### src/hdl/bus_pkg.sv
`default_nettype none

package bus_pkg;

  // Barrel-threaded core with four interleaved slices
  localparam int NUM_THREADS = 4;

  typedef logic [1:0] thread_id_t;

  typedef struct packed {
    logic [31:0] addr;
    logic        wr;
    logic [3:0]  mask;
    logic [31:0] data;
    logic [2:0]  dst;
  } core_req_t;

  // One 64-bit beat seen as two words or as eight byte lanes
  typedef union packed {
    logic [1:0][31:0] words;
    logic [7:0][7:0]  bytes;
  } bus_data_u;

  typedef struct packed {
    thread_id_t  id;
    logic [31:0] addr;
    bus_data_u   data;
    logic [7:0]  strb;
  } bus_wr_t;

  typedef struct packed {
    thread_id_t  id;
    logic [31:0] addr;
  } bus_rd_t;

  typedef struct packed {
    thread_id_t id;
    bus_data_u  data;
  } rd_resp_t;

  typedef struct packed {
    thread_id_t  slice;
    logic [2:0]  dst;
    logic [31:0] data;
  } load_ret_t;

endpackage

`default_nettype wire

### src/hdl/thread_bus_unit.sv
`timescale 1ns/1ps
`default_nettype none

module thread_bus_unit
  import bus_pkg::*;
(
  input  logic                   CLK,
  input  logic                   RST,
  input  thread_id_t             slice,
  input  logic                   req_vld,
  input  core_req_t              req,
  output logic [NUM_THREADS-1:0] stall,
  output logic                   wr_vld,
  output bus_wr_t                wr,
  input  logic                   wr_rdy,
  input  logic                   wr_ack,
  input  thread_id_t             wr_ack_id,
  output logic                   rd_vld,
  output bus_rd_t                rd,
  input  logic                   rd_rdy,
  input  logic                   rsp_vld,
  input  rd_resp_t               rsp,
  output logic                   load_vld,
  output load_ret_t              load
);

  // One transaction slot per thread, written when the core issues
  core_req_t slot [NUM_THREADS];

  logic [NUM_THREADS-1:0] wr_req_vec;
  logic [NUM_THREADS-1:0] rd_req_vec;
  logic [NUM_THREADS-1:0] wr_ack_vec;
  logic [NUM_THREADS-1:0] rd_ack_vec;
  logic [NUM_THREADS-1:0] pend_wr;
  logic [NUM_THREADS-1:0] pend_rd;
  logic [NUM_THREADS-1:0] wr_sent;
  logic [NUM_THREADS-1:0] rd_sent;
  logic [NUM_THREADS-1:0] wr_launch_vec;
  logic [NUM_THREADS-1:0] rd_launch_vec;

  thread_id_t wr_ptr;
  thread_id_t rd_ptr;
  logic       wr_launch;
  logic       rd_launch;

  logic      rsp_vld_d1;
  rd_resp_t  rsp_d1;
  core_req_t rsp_slot;
  logic      word_sel;
  logic [31:0] rsp_word;
  logic [31:0] load_data;

  // Decode the request and acknowledge strobes into one-hot thread vectors
  always_comb
  begin
    wr_req_vec = '0;
    rd_req_vec = '0;
    wr_ack_vec = '0;
    rd_ack_vec = '0;
    if (req_vld)
    begin
      if (req.wr)
        wr_req_vec[slice] = 1'b1;
      else
        rd_req_vec[slice] = 1'b1;
    end
    if (wr_ack)
      wr_ack_vec[wr_ack_id] = 1'b1;
    if (rsp_vld)
      rd_ack_vec[rsp.id] = 1'b1;
  end

  always_ff @(posedge CLK)
  begin
    if (req_vld)
      slot[slice] <= req;
  end

  // Stall follows pending by one cycle on both edges
  always_ff @(posedge CLK or posedge RST)
  begin
    if (RST)
    begin
      pend_wr <= '0;
      pend_rd <= '0;
      stall   <= '0;
    end
    else
    begin
      pend_wr <= (pend_wr & ~wr_ack_vec) | wr_req_vec;
      pend_rd <= (pend_rd & ~rd_ack_vec) | rd_req_vec;
      stall   <= pend_wr | pend_rd;
    end
  end

  // A scanner launches when idle and its current thread has an unsent transaction
  assign wr_launch = !wr_vld && pend_wr[wr_ptr] && !wr_sent[wr_ptr];
  assign rd_launch = !rd_vld && pend_rd[rd_ptr] && !rd_sent[rd_ptr];

  always_comb
  begin
    wr_launch_vec = '0;
    rd_launch_vec = '0;
    wr_launch_vec[wr_ptr] = wr_launch;
    rd_launch_vec[rd_ptr] = rd_launch;
  end

  always_ff @(posedge CLK or posedge RST)
  begin
    if (RST)
    begin
      wr_sent <= '0;
      rd_sent <= '0;
    end
    else
    begin
      wr_sent <= (wr_sent & ~wr_ack_vec) | wr_launch_vec;
      rd_sent <= (rd_sent & ~rd_ack_vec) | rd_launch_vec;
    end
  end

  // Write scanner holds its transfer until ready, then moves to the next thread
  always_ff @(posedge CLK or posedge RST)
  begin
    if (RST)
    begin
      wr_vld <= 1'b0;
      wr_ptr <= '0;
    end
    else if (wr_vld)
    begin
      if (wr_rdy)
      begin
        wr_vld <= 1'b0;
        wr_ptr <= wr_ptr + 1'b1;
      end
    end
    else if (wr_launch)
      wr_vld <= 1'b1;
    else
      wr_ptr <= wr_ptr + 1'b1;
  end

  // The store word is copied to both halves, strobes pick the half
  always_ff @(posedge CLK)
  begin
    if (wr_launch)
    begin
      wr.id         <= wr_ptr;
      wr.addr       <= slot[wr_ptr].addr;
      wr.data.words <= {2{slot[wr_ptr].data}};
      wr.strb       <= slot[wr_ptr].addr[2] ? {slot[wr_ptr].mask, 4'b0000}
                                            : {4'b0000, slot[wr_ptr].mask};
    end
  end

  always_ff @(posedge CLK or posedge RST)
  begin
    if (RST)
    begin
      rd_vld <= 1'b0;
      rd_ptr <= '0;
    end
    else if (rd_vld)
    begin
      if (rd_rdy)
      begin
        rd_vld <= 1'b0;
        rd_ptr <= rd_ptr + 1'b1;
      end
    end
    else if (rd_launch)
      rd_vld <= 1'b1;
    else
      rd_ptr <= rd_ptr + 1'b1;
  end

  always_ff @(posedge CLK)
  begin
    if (rd_launch)
    begin
      rd.id   <= rd_ptr;
      rd.addr <= slot[rd_ptr].addr;
    end
  end

  // Response is registered once before formatting
  always_ff @(posedge CLK or posedge RST)
  begin
    if (RST)
      rsp_vld_d1 <= 1'b0;
    else
      rsp_vld_d1 <= rsp_vld;
  end

  always_ff @(posedge CLK)
  begin
    if (rsp_vld)
      rsp_d1 <= rsp;
  end

  // The slot stays intact here since stall is still high for this thread
  always_comb
  begin
    rsp_slot = slot[rsp_d1.id];
    word_sel = rsp_slot.addr[2];
    rsp_word = rsp_d1.data.words[word_sel];
    case (rsp_slot.mask)
      4'b0001: load_data = {24'd0, rsp_d1.data.bytes[{word_sel, 2'd0}]};
      4'b0010: load_data = {24'd0, rsp_d1.data.bytes[{word_sel, 2'd1}]};
      4'b0100: load_data = {24'd0, rsp_d1.data.bytes[{word_sel, 2'd2}]};
      4'b1000: load_data = {24'd0, rsp_d1.data.bytes[{word_sel, 2'd3}]};
      4'b0011: load_data = {16'd0, rsp_word[15:0]};
      4'b1100: load_data = {16'd0, rsp_word[31:16]};
      default: load_data = rsp_word;
    endcase
  end

  always_ff @(posedge CLK or posedge RST)
  begin
    if (RST)
      load_vld <= 1'b0;
    else
      load_vld <= rsp_vld_d1;
  end

  always_ff @(posedge CLK)
  begin
    if (rsp_vld_d1)
    begin
      load.slice <= rsp_d1.id;
      load.dst   <= rsp_slot.dst;
      load.data  <= load_data;
    end
  end

endmodule

`default_nettype wire

### config.mk
export PLATFORM = sky130hd
export DESIGN_NAME = thread_bus_unit
export DESIGN_NICKNAME = d
export VERILOG_FILES = /design/src/hdl/bus_pkg.sv /design/src/hdl/thread_bus_unit.sv
export SDC_FILE = /design/constraint.sdc
export NUM_CORES = 1
export LEC_CHECK = 0
export BUFFER_PORTS_ARGS = -buffer_cell sky130_fd_sc_hd__buf_2
export CORE_UTILIZATION = 56
export CTS_CLUSTER_SIZE = 30
export DETAILED_ROUTE_END_ITERATION = 6
export GPL_TIMING_DRIVEN = 0
export PLACE_DENSITY = 0.81
export SLEW_MARGIN = 20
export SYNTH_ARGS = -nofsm -noshare
export SYNTH_HDL_FRONTEND = slang
export SYNTH_SLANG_ARGS = --single-unit
### constraint.sdc
create_clock -name CLK -period 8.8 [get_ports CLK]
set_input_delay 1.32 -clock CLK [delete_from_list [all_inputs] [get_ports CLK]]
set_output_delay 1.32 -clock CLK [all_outputs]
set_load 0.02 [all_outputs]
==> results of run 1 <==
-- worst max-delay path, delay by kind of cell, from the launching register on --
family / cells / cell delay (ns)
AOI/OAI and AO/OA: 1 / 0.18
DFF: 1 / 0.39
buffers and inverters: 7 / 1.74
and+or+nand+nor: 1 / 0.67
-- power by group --
group          total [mW]  switching, mW  internal, mW
logic                2.32           1.36         0.961
registers            3.48          0.173          3.31
clock network        2.03          0.907          1.12
total                7.83           2.44          5.39
-- area by class of cell --
type | instances | area (µm²) | area share, %
Sequential cell | 525 | 15610 | 64.73
Inverter | 12 | 45.04 | 0.1868
Timing Repair Buffer | 366 | 2092 | 8.677
Multi-Input combinational cell | 280 | 3874 | 16.07
Buffer | 63 | 395.4 | 1.640
Clock inverter | 28 | 209.0 | 0.8667
Antenna cell | 2 | 5.005 | 0.02076
Clock buffer | 61 | 1314 | 5.449
Tap cell | 455 | 569.3 | 2.361
-- layout by cell type, fill, tap and decap left out, drive strengths merged, types with 14 or more instances in the layout --
cell type  count
edfxtp       495
buf          417
mux4         108
clkbuf        73
mux2i         32
dfrtp         28
clkinv        22
nand2b        19
nor2          19
inv           15
a22o          14
-- registers in the layout (all words and copies together) (netlist names), 4 cells and up, named ones only --
signal and flops:
load 37, pend_rd 4, pend_wr 4, rd 34, rd_sent 4, rsp_d1 66, slot 284, stall 4
wr 74, wr_sent 4
-- per-layer routing --
layer / vias to the layer above / global-route usage (%)
met5: - / 0
met4: 8 / 9.262
met3: 81 / 7.085
met2: 504 / 42.38
met1: 5317 / 29.34
li1: 4454 / -
-- logic make-up after synthesis --
logic type | count (synthesis) | share of synthesized area, %
mux | 144 | 14.14
simple gates | 84 | 2.806
flops | 525 | 78.46
compound gates | 40 | 1.598
xor+xnor | 4 | 0.2706
fa+ha+maj | 8 | 0.5033
buf+inv | 75 | 2.214
-- path summary, 6_finish.rpt --
check                                        to  slack, ns
max in group asynchronous  rsp_vld_d1$_DFF_PP0_       7.57
min in group asynchronous    stall[2]$_DFF_PP0_       0.79
hold / removal               load[35]$_DFFE_PP_       0.45
setup / recovery               wr[90]$_DFFE_PP_       5.50
setup reg to reg               wr[90]$_DFFE_PP_       5.50
hold reg to reg              load[35]$_DFFE_PP_       0.45
==> impl_metrics.yaml, run 1 <==
yosys:
  synth.yosys.seq_area_share_pct: 78.46
  synthFlopType: "edfxtp_1"
  async_reset_ff_share_pct: 5.333
  synth-edff-count: 495
  avgSynthCellArea_um2: 22.60
  syn_area_um2: 19890
  ys_warn_count: 0
  syn_nets: 1037
  synth_area_leaders: "edfxtp_1, mux4_2, dfrtp_1"
  synth_top_area_cell: "edfxtp_1"
  synth_seq_cells: 525
  synth_top_area_share_pct: 74.74
  yosys.cell_types.count: 46
  synth_cells: 880
  yosys-top-cells-count: "edfxtp_1, mux4_2, buf_4"
  synth.most_common_cell: "edfxtp_1"
run:
  maxCapViolCount: 0
cells_and_area:
  final_cells: 1792
  drive_above_1_share_pct: 45.92
  fin_area_um2: 24110
  fin_util_pct: 69.45
  nFillCells: 2137
  area_growth_pct: 21.23
  nets: 1456
floorplanning:
  initial_core_util_pct: 57.29
  die_area_um2: 36270
  die_height_um: 190.5
  core_um2: 34710
  rows: 68
  die_w_um: 190.5
  io_pins: 333
routing:
  wl_met3_mm: 4.341
  drtIter0Drc: 550
  top_layer: "met5"
  wl_mm: 44.34
  wl_per_cell_um: 24.75
  ant_nets: 0
  viasPerCell: 5.783
  wl_met1_mm: 15.61
  route.met2.wl_mm: 23.13
  via_count: 10360
  route.detailed.drc: 0
  first_pass_iters: 4
hold_path:
  hp-start: "rsp_d1[64]$_DFFE_PP_"
  hold_path.class: "flop to flop"
  holdPathStages: 0
critical_path:
  max_stage_delay_ns: 0.67
  critPathLaunchType: "flop"
  arrival_ns: 3.59
  reg2regPathDepth: 9
  worstPathMaxFanout: 11
  crit_slowest_cell: "nor3_2"
  end_kind: "flop"
  path_class: "flop to flop"
  crit_start: "wr_ptr[1]$_DFFE_PP0P_"
  worstPathRequired_ns: 9.09
  path_cells: "clkbuf_1 -> a311oi_1 -> nor3_2 -> buf_4 -> buf_4 -> buf_6 -> buf_6 -> buf_6 -> buf_4"
  r2r-start: "wr_ptr[1]$_DFFE_PP0P_"
status:
  status: "complete, no violations"
placed_design:
  post-dp-hpwl_mm: 30.39
  place_area_um2: 22580
  port_buffers: 332
  post-place-cells: 1701
  gp_congestion: 0.7928
  pre_cts_slack_ns: 5.517
timing:
  finClkSkew_ns: 0.02316
  slew_headroom_pct: 44.82
  maxClockFrequency_mhz: 302.9
  worstMarginPinSlew_ns: 0.8232
  finalCritPeriodShare_pct: 37.52
  rsz0062_at_grt: "false"
  hold_viol: 0
  setup_ws_ns: 5.498
  fin_hold_ws_ns: 0.4502
  drv_slew: 0
  setup_viol: 0
  fin_crit_ns: 3.302
  fin_setup_tns_ns: 0
clock_tree:
  cts_tree: "done"
  post_cts_buffers: 0
  cts_buffer_depth: 3
  cts_buffers: 51
  htree_levels: 2
  cts-root-buf: "clkbuf_16"
  cts.sinks: 525
  cts_resized: 0
  clkTransAtPathRegs_ns: 0.06
  cts_hold_buf: 0
  clk_latency_ns: 0.60
power_and_ir_drop:
  ir_drop_mv: 0.2592
  power.total_mw: 7.830
  p_leak_nw: 8.863
  p_per_area_nw_per_um2: 324.8
grt:
  antenna_found_initial: 5
  grt_max_degree: 52
  grt_usage_pct: 24.58
  grt_pass1_wl_mm: 64.87
  grt-ovfl-total: 0
  grt_pass1_vias: 10910
Power figures use the tool's default switching activity.
==> run 2: changes to the inputs <==
Clock period 8.8 ns to 3.2 ns, I/O delays scaled along.
==> run 2 against run 1 <==
Against the previous run: cell count hardly changed; cell area is 0.80% higher; via count grew 0.14%; largest power group unchanged; sequential power rose to 2.8 times the previous value; fmax is 12% higher; worst setup slack worse by 5.2 ns; highest routed layer unchanged; non-clock buffer count fell by 9; hold slack got worse by 0.38 ns.
==> impl_metrics.yaml, run 2 (synthesized netlist as in run 1, its figures left out) <==
status:
  status: "complete, no violations"
placed_design:
  pre_cts_slack_ns: 0.1773
  port_buffers: 332
  post-place-cells: 1691
  gp_congestion: 0.8153
  post-dp-hpwl_mm: 29.55
  place_area_um2: 22590
critical_path:
  worstPathMaxFanout: 10
  r2r_setup_slack_ns: 0.25
  worstPathRequired_ns: 3.67
  worst-path-stages: 6
  r2r-start: "wr_ptr[1]$_DFFE_PP0P_"
  crit_family: "buffers and inverters"
  worstSetupEndpoint: "wr_ptr[1]$_DFFE_PP0P_"
  path_cells: "clkbuf_1 -> buf_1 -> clkbuf_1 -> inv_1 -> ha_1 -> mux2_2"
  cp_common_cell: "clkbuf_1"
  crit_slowest_cell: "clkbuf_1"
  reg2regPathDepth: 6
  max_stage_delay_ns: 0.59
  arrival_ns: 3.42
  critPathLaunchType: "flop"
  path_class: "flop to flop"
  timing.rr.end: "wr_ptr[1]$_DFFE_PP0P_"
  crit_start: "wr_ptr[1]$_DFFE_PP0P_"
  end_kind: "flop"
  path_buf_inv: 4
power_and_ir_drop:
  p_sw_mw: 6.724
  sequentialPowerShare_pct: 43.5
  power.total_mw: 22.03
  p_int_mw: 15.31
  combPwrFrac_pct: 29.2
  clkPwrFrac_pct: 27.4
  p_per_area_nw_per_um2: 906.5
  p_leak_nw: 8.923
  switching_share_pct: 30.52
  ir_drop_mv: 0.8055
cells_and_area:
  final_common_cell: "edfxtp_1"
  final_cell_mix: "edfxtp_1, buf_2, mux4_2"
  multi_input_area_um2: 3892
  drive_above_1_share_pct: 46.09
  fin_area_um2: 24300
  top_register: "slot"
  final_cells: 1791
  layout.area.seq_um2: 15610
  nFillCells: 2067
  top_regs: "slot x284, wr x74, rsp_d1 x66"
  nets: 1446
  largest_reg_flops: 284
  fin_util_pct: 70.01
  area_growth_pct: 22.20
grt:
  grt_usage_pct: 24.74
  grt_pass1_wl_mm: 64.79
  grt_max_degree: 58
  grt_pass1_vias: 10720
  grt-ovfl-total: 0
  antenna_found_initial: 10
clock_tree:
  cts_buffers: 50
  cts-root-buf: "clkbuf_16"
  cts_tree: "done"
  cts_buffer_depth: 3
  htree_levels: 2
  cts.sinks: 525
  clkTransAtPathRegs_ns: 0.07
  clk_latency_ns: 0.58
routing:
  first_pass_iters: 5
  via_count: 10380
  drtIter0Drc: 626
  ant_nets: 0
  route.detailed.drc: 0
  wl_per_cell_um: 24.72
  wl_mm: 44.27
  viasPerCell: 5.795
timing:
  fin_setup_tns_ns: 0
  slew_headroom_pct: 46.02
  finalCritPeriodShare_pct: 92.12
  hold_viol: 0
  setup_ws_ns: 0.2522
  worstMarginPinSlew_ns: 0.8096
  maxClockFrequency_mhz: 339.2
  fin_hold_ws_ns: 0.07222
  setup_viol: 0
  drv_slew: 0
  rsz0062_at_grt: "false"
  fin_crit_ns: 2.948
  finClkSkew_ns: 0.01777
floorplanning:
  die_area_um2: 36270
  core_um2: 34710
  initial_core_util_pct: 57.29
  io_pins: 333
  rows: 68
  die_w_um: 190.5
  die_height_um: 190.5
run:
  maxCapViolCount: 0
hold_path:
  hold_path.class: "input pin to flop"
run 2: area by class of cell:
class / count / area share [%]
Sequential cell: 525 / 64.22
Multi-Input combinational cell: 280 / 16.02
Timing Repair Buffer: 357 / 8.619
Clock buffer: 61 / 5.571
Tap cell: 455 / 2.343
Buffer: 63 / 1.627
Clock inverter: 32 / 1.359
Inverter: 12 / 0.1853
Antenna cell: 6 / 0.06178
run 2: worst min-delay path by stage:
stage,slack [ns],cells past startpoint,end,startpoint
6_report,0.07,1,rsp_d1[38]$_DFFE_PP_,rsp[38]
5_1_grt,0.04,1,rsp_d1[4]$_DFFE_PP_,rsp[4]
4_1_cts,0.04,1,rsp_d1[38]$_DFFE_PP_,rsp[38]
3_5_place_dp,0.44,0,load[36]$_DFFE_PP_,rsp_d1[65]$_DFFE_PP_
3_3_place_gp,0.44,0,load[36]$_DFFE_PP_,rsp_d1[65]$_DFFE_PP_
2_1_floorplan,0.42,0,load[36]$_DFFE_PP_,rsp_d1[65]$_DFFE_PP_
run 2: repair_timing:
action | 4_1_cts | 5_1_grt
setup buffers | 0 | 0
hold buffers | 0 | 1
hold endpoints to repair | 0 | 28
resized for setup | 0 | 0
run 2: power groups by stage:
stage               clock network (mW)  logic, mW  registers [mW]
floorplan                            0       3.17            10.6
global route                      6.38       6.79            9.68
finish                            6.03       6.42            9.58
CTS                               6.11       6.52            9.58
global placement                     0       6.05            9.73
detailed placement                   0       6.46            9.67
run 2: per-layer routing:
layer	up-vias	GRT usage, %	routed length [µm]
met5	-	0	63
met4	10	8.831	1294
li1	4452	-	-
met3	101	7.563	4219
met2	540	42.24	22810
met1	5275	29.82	15880
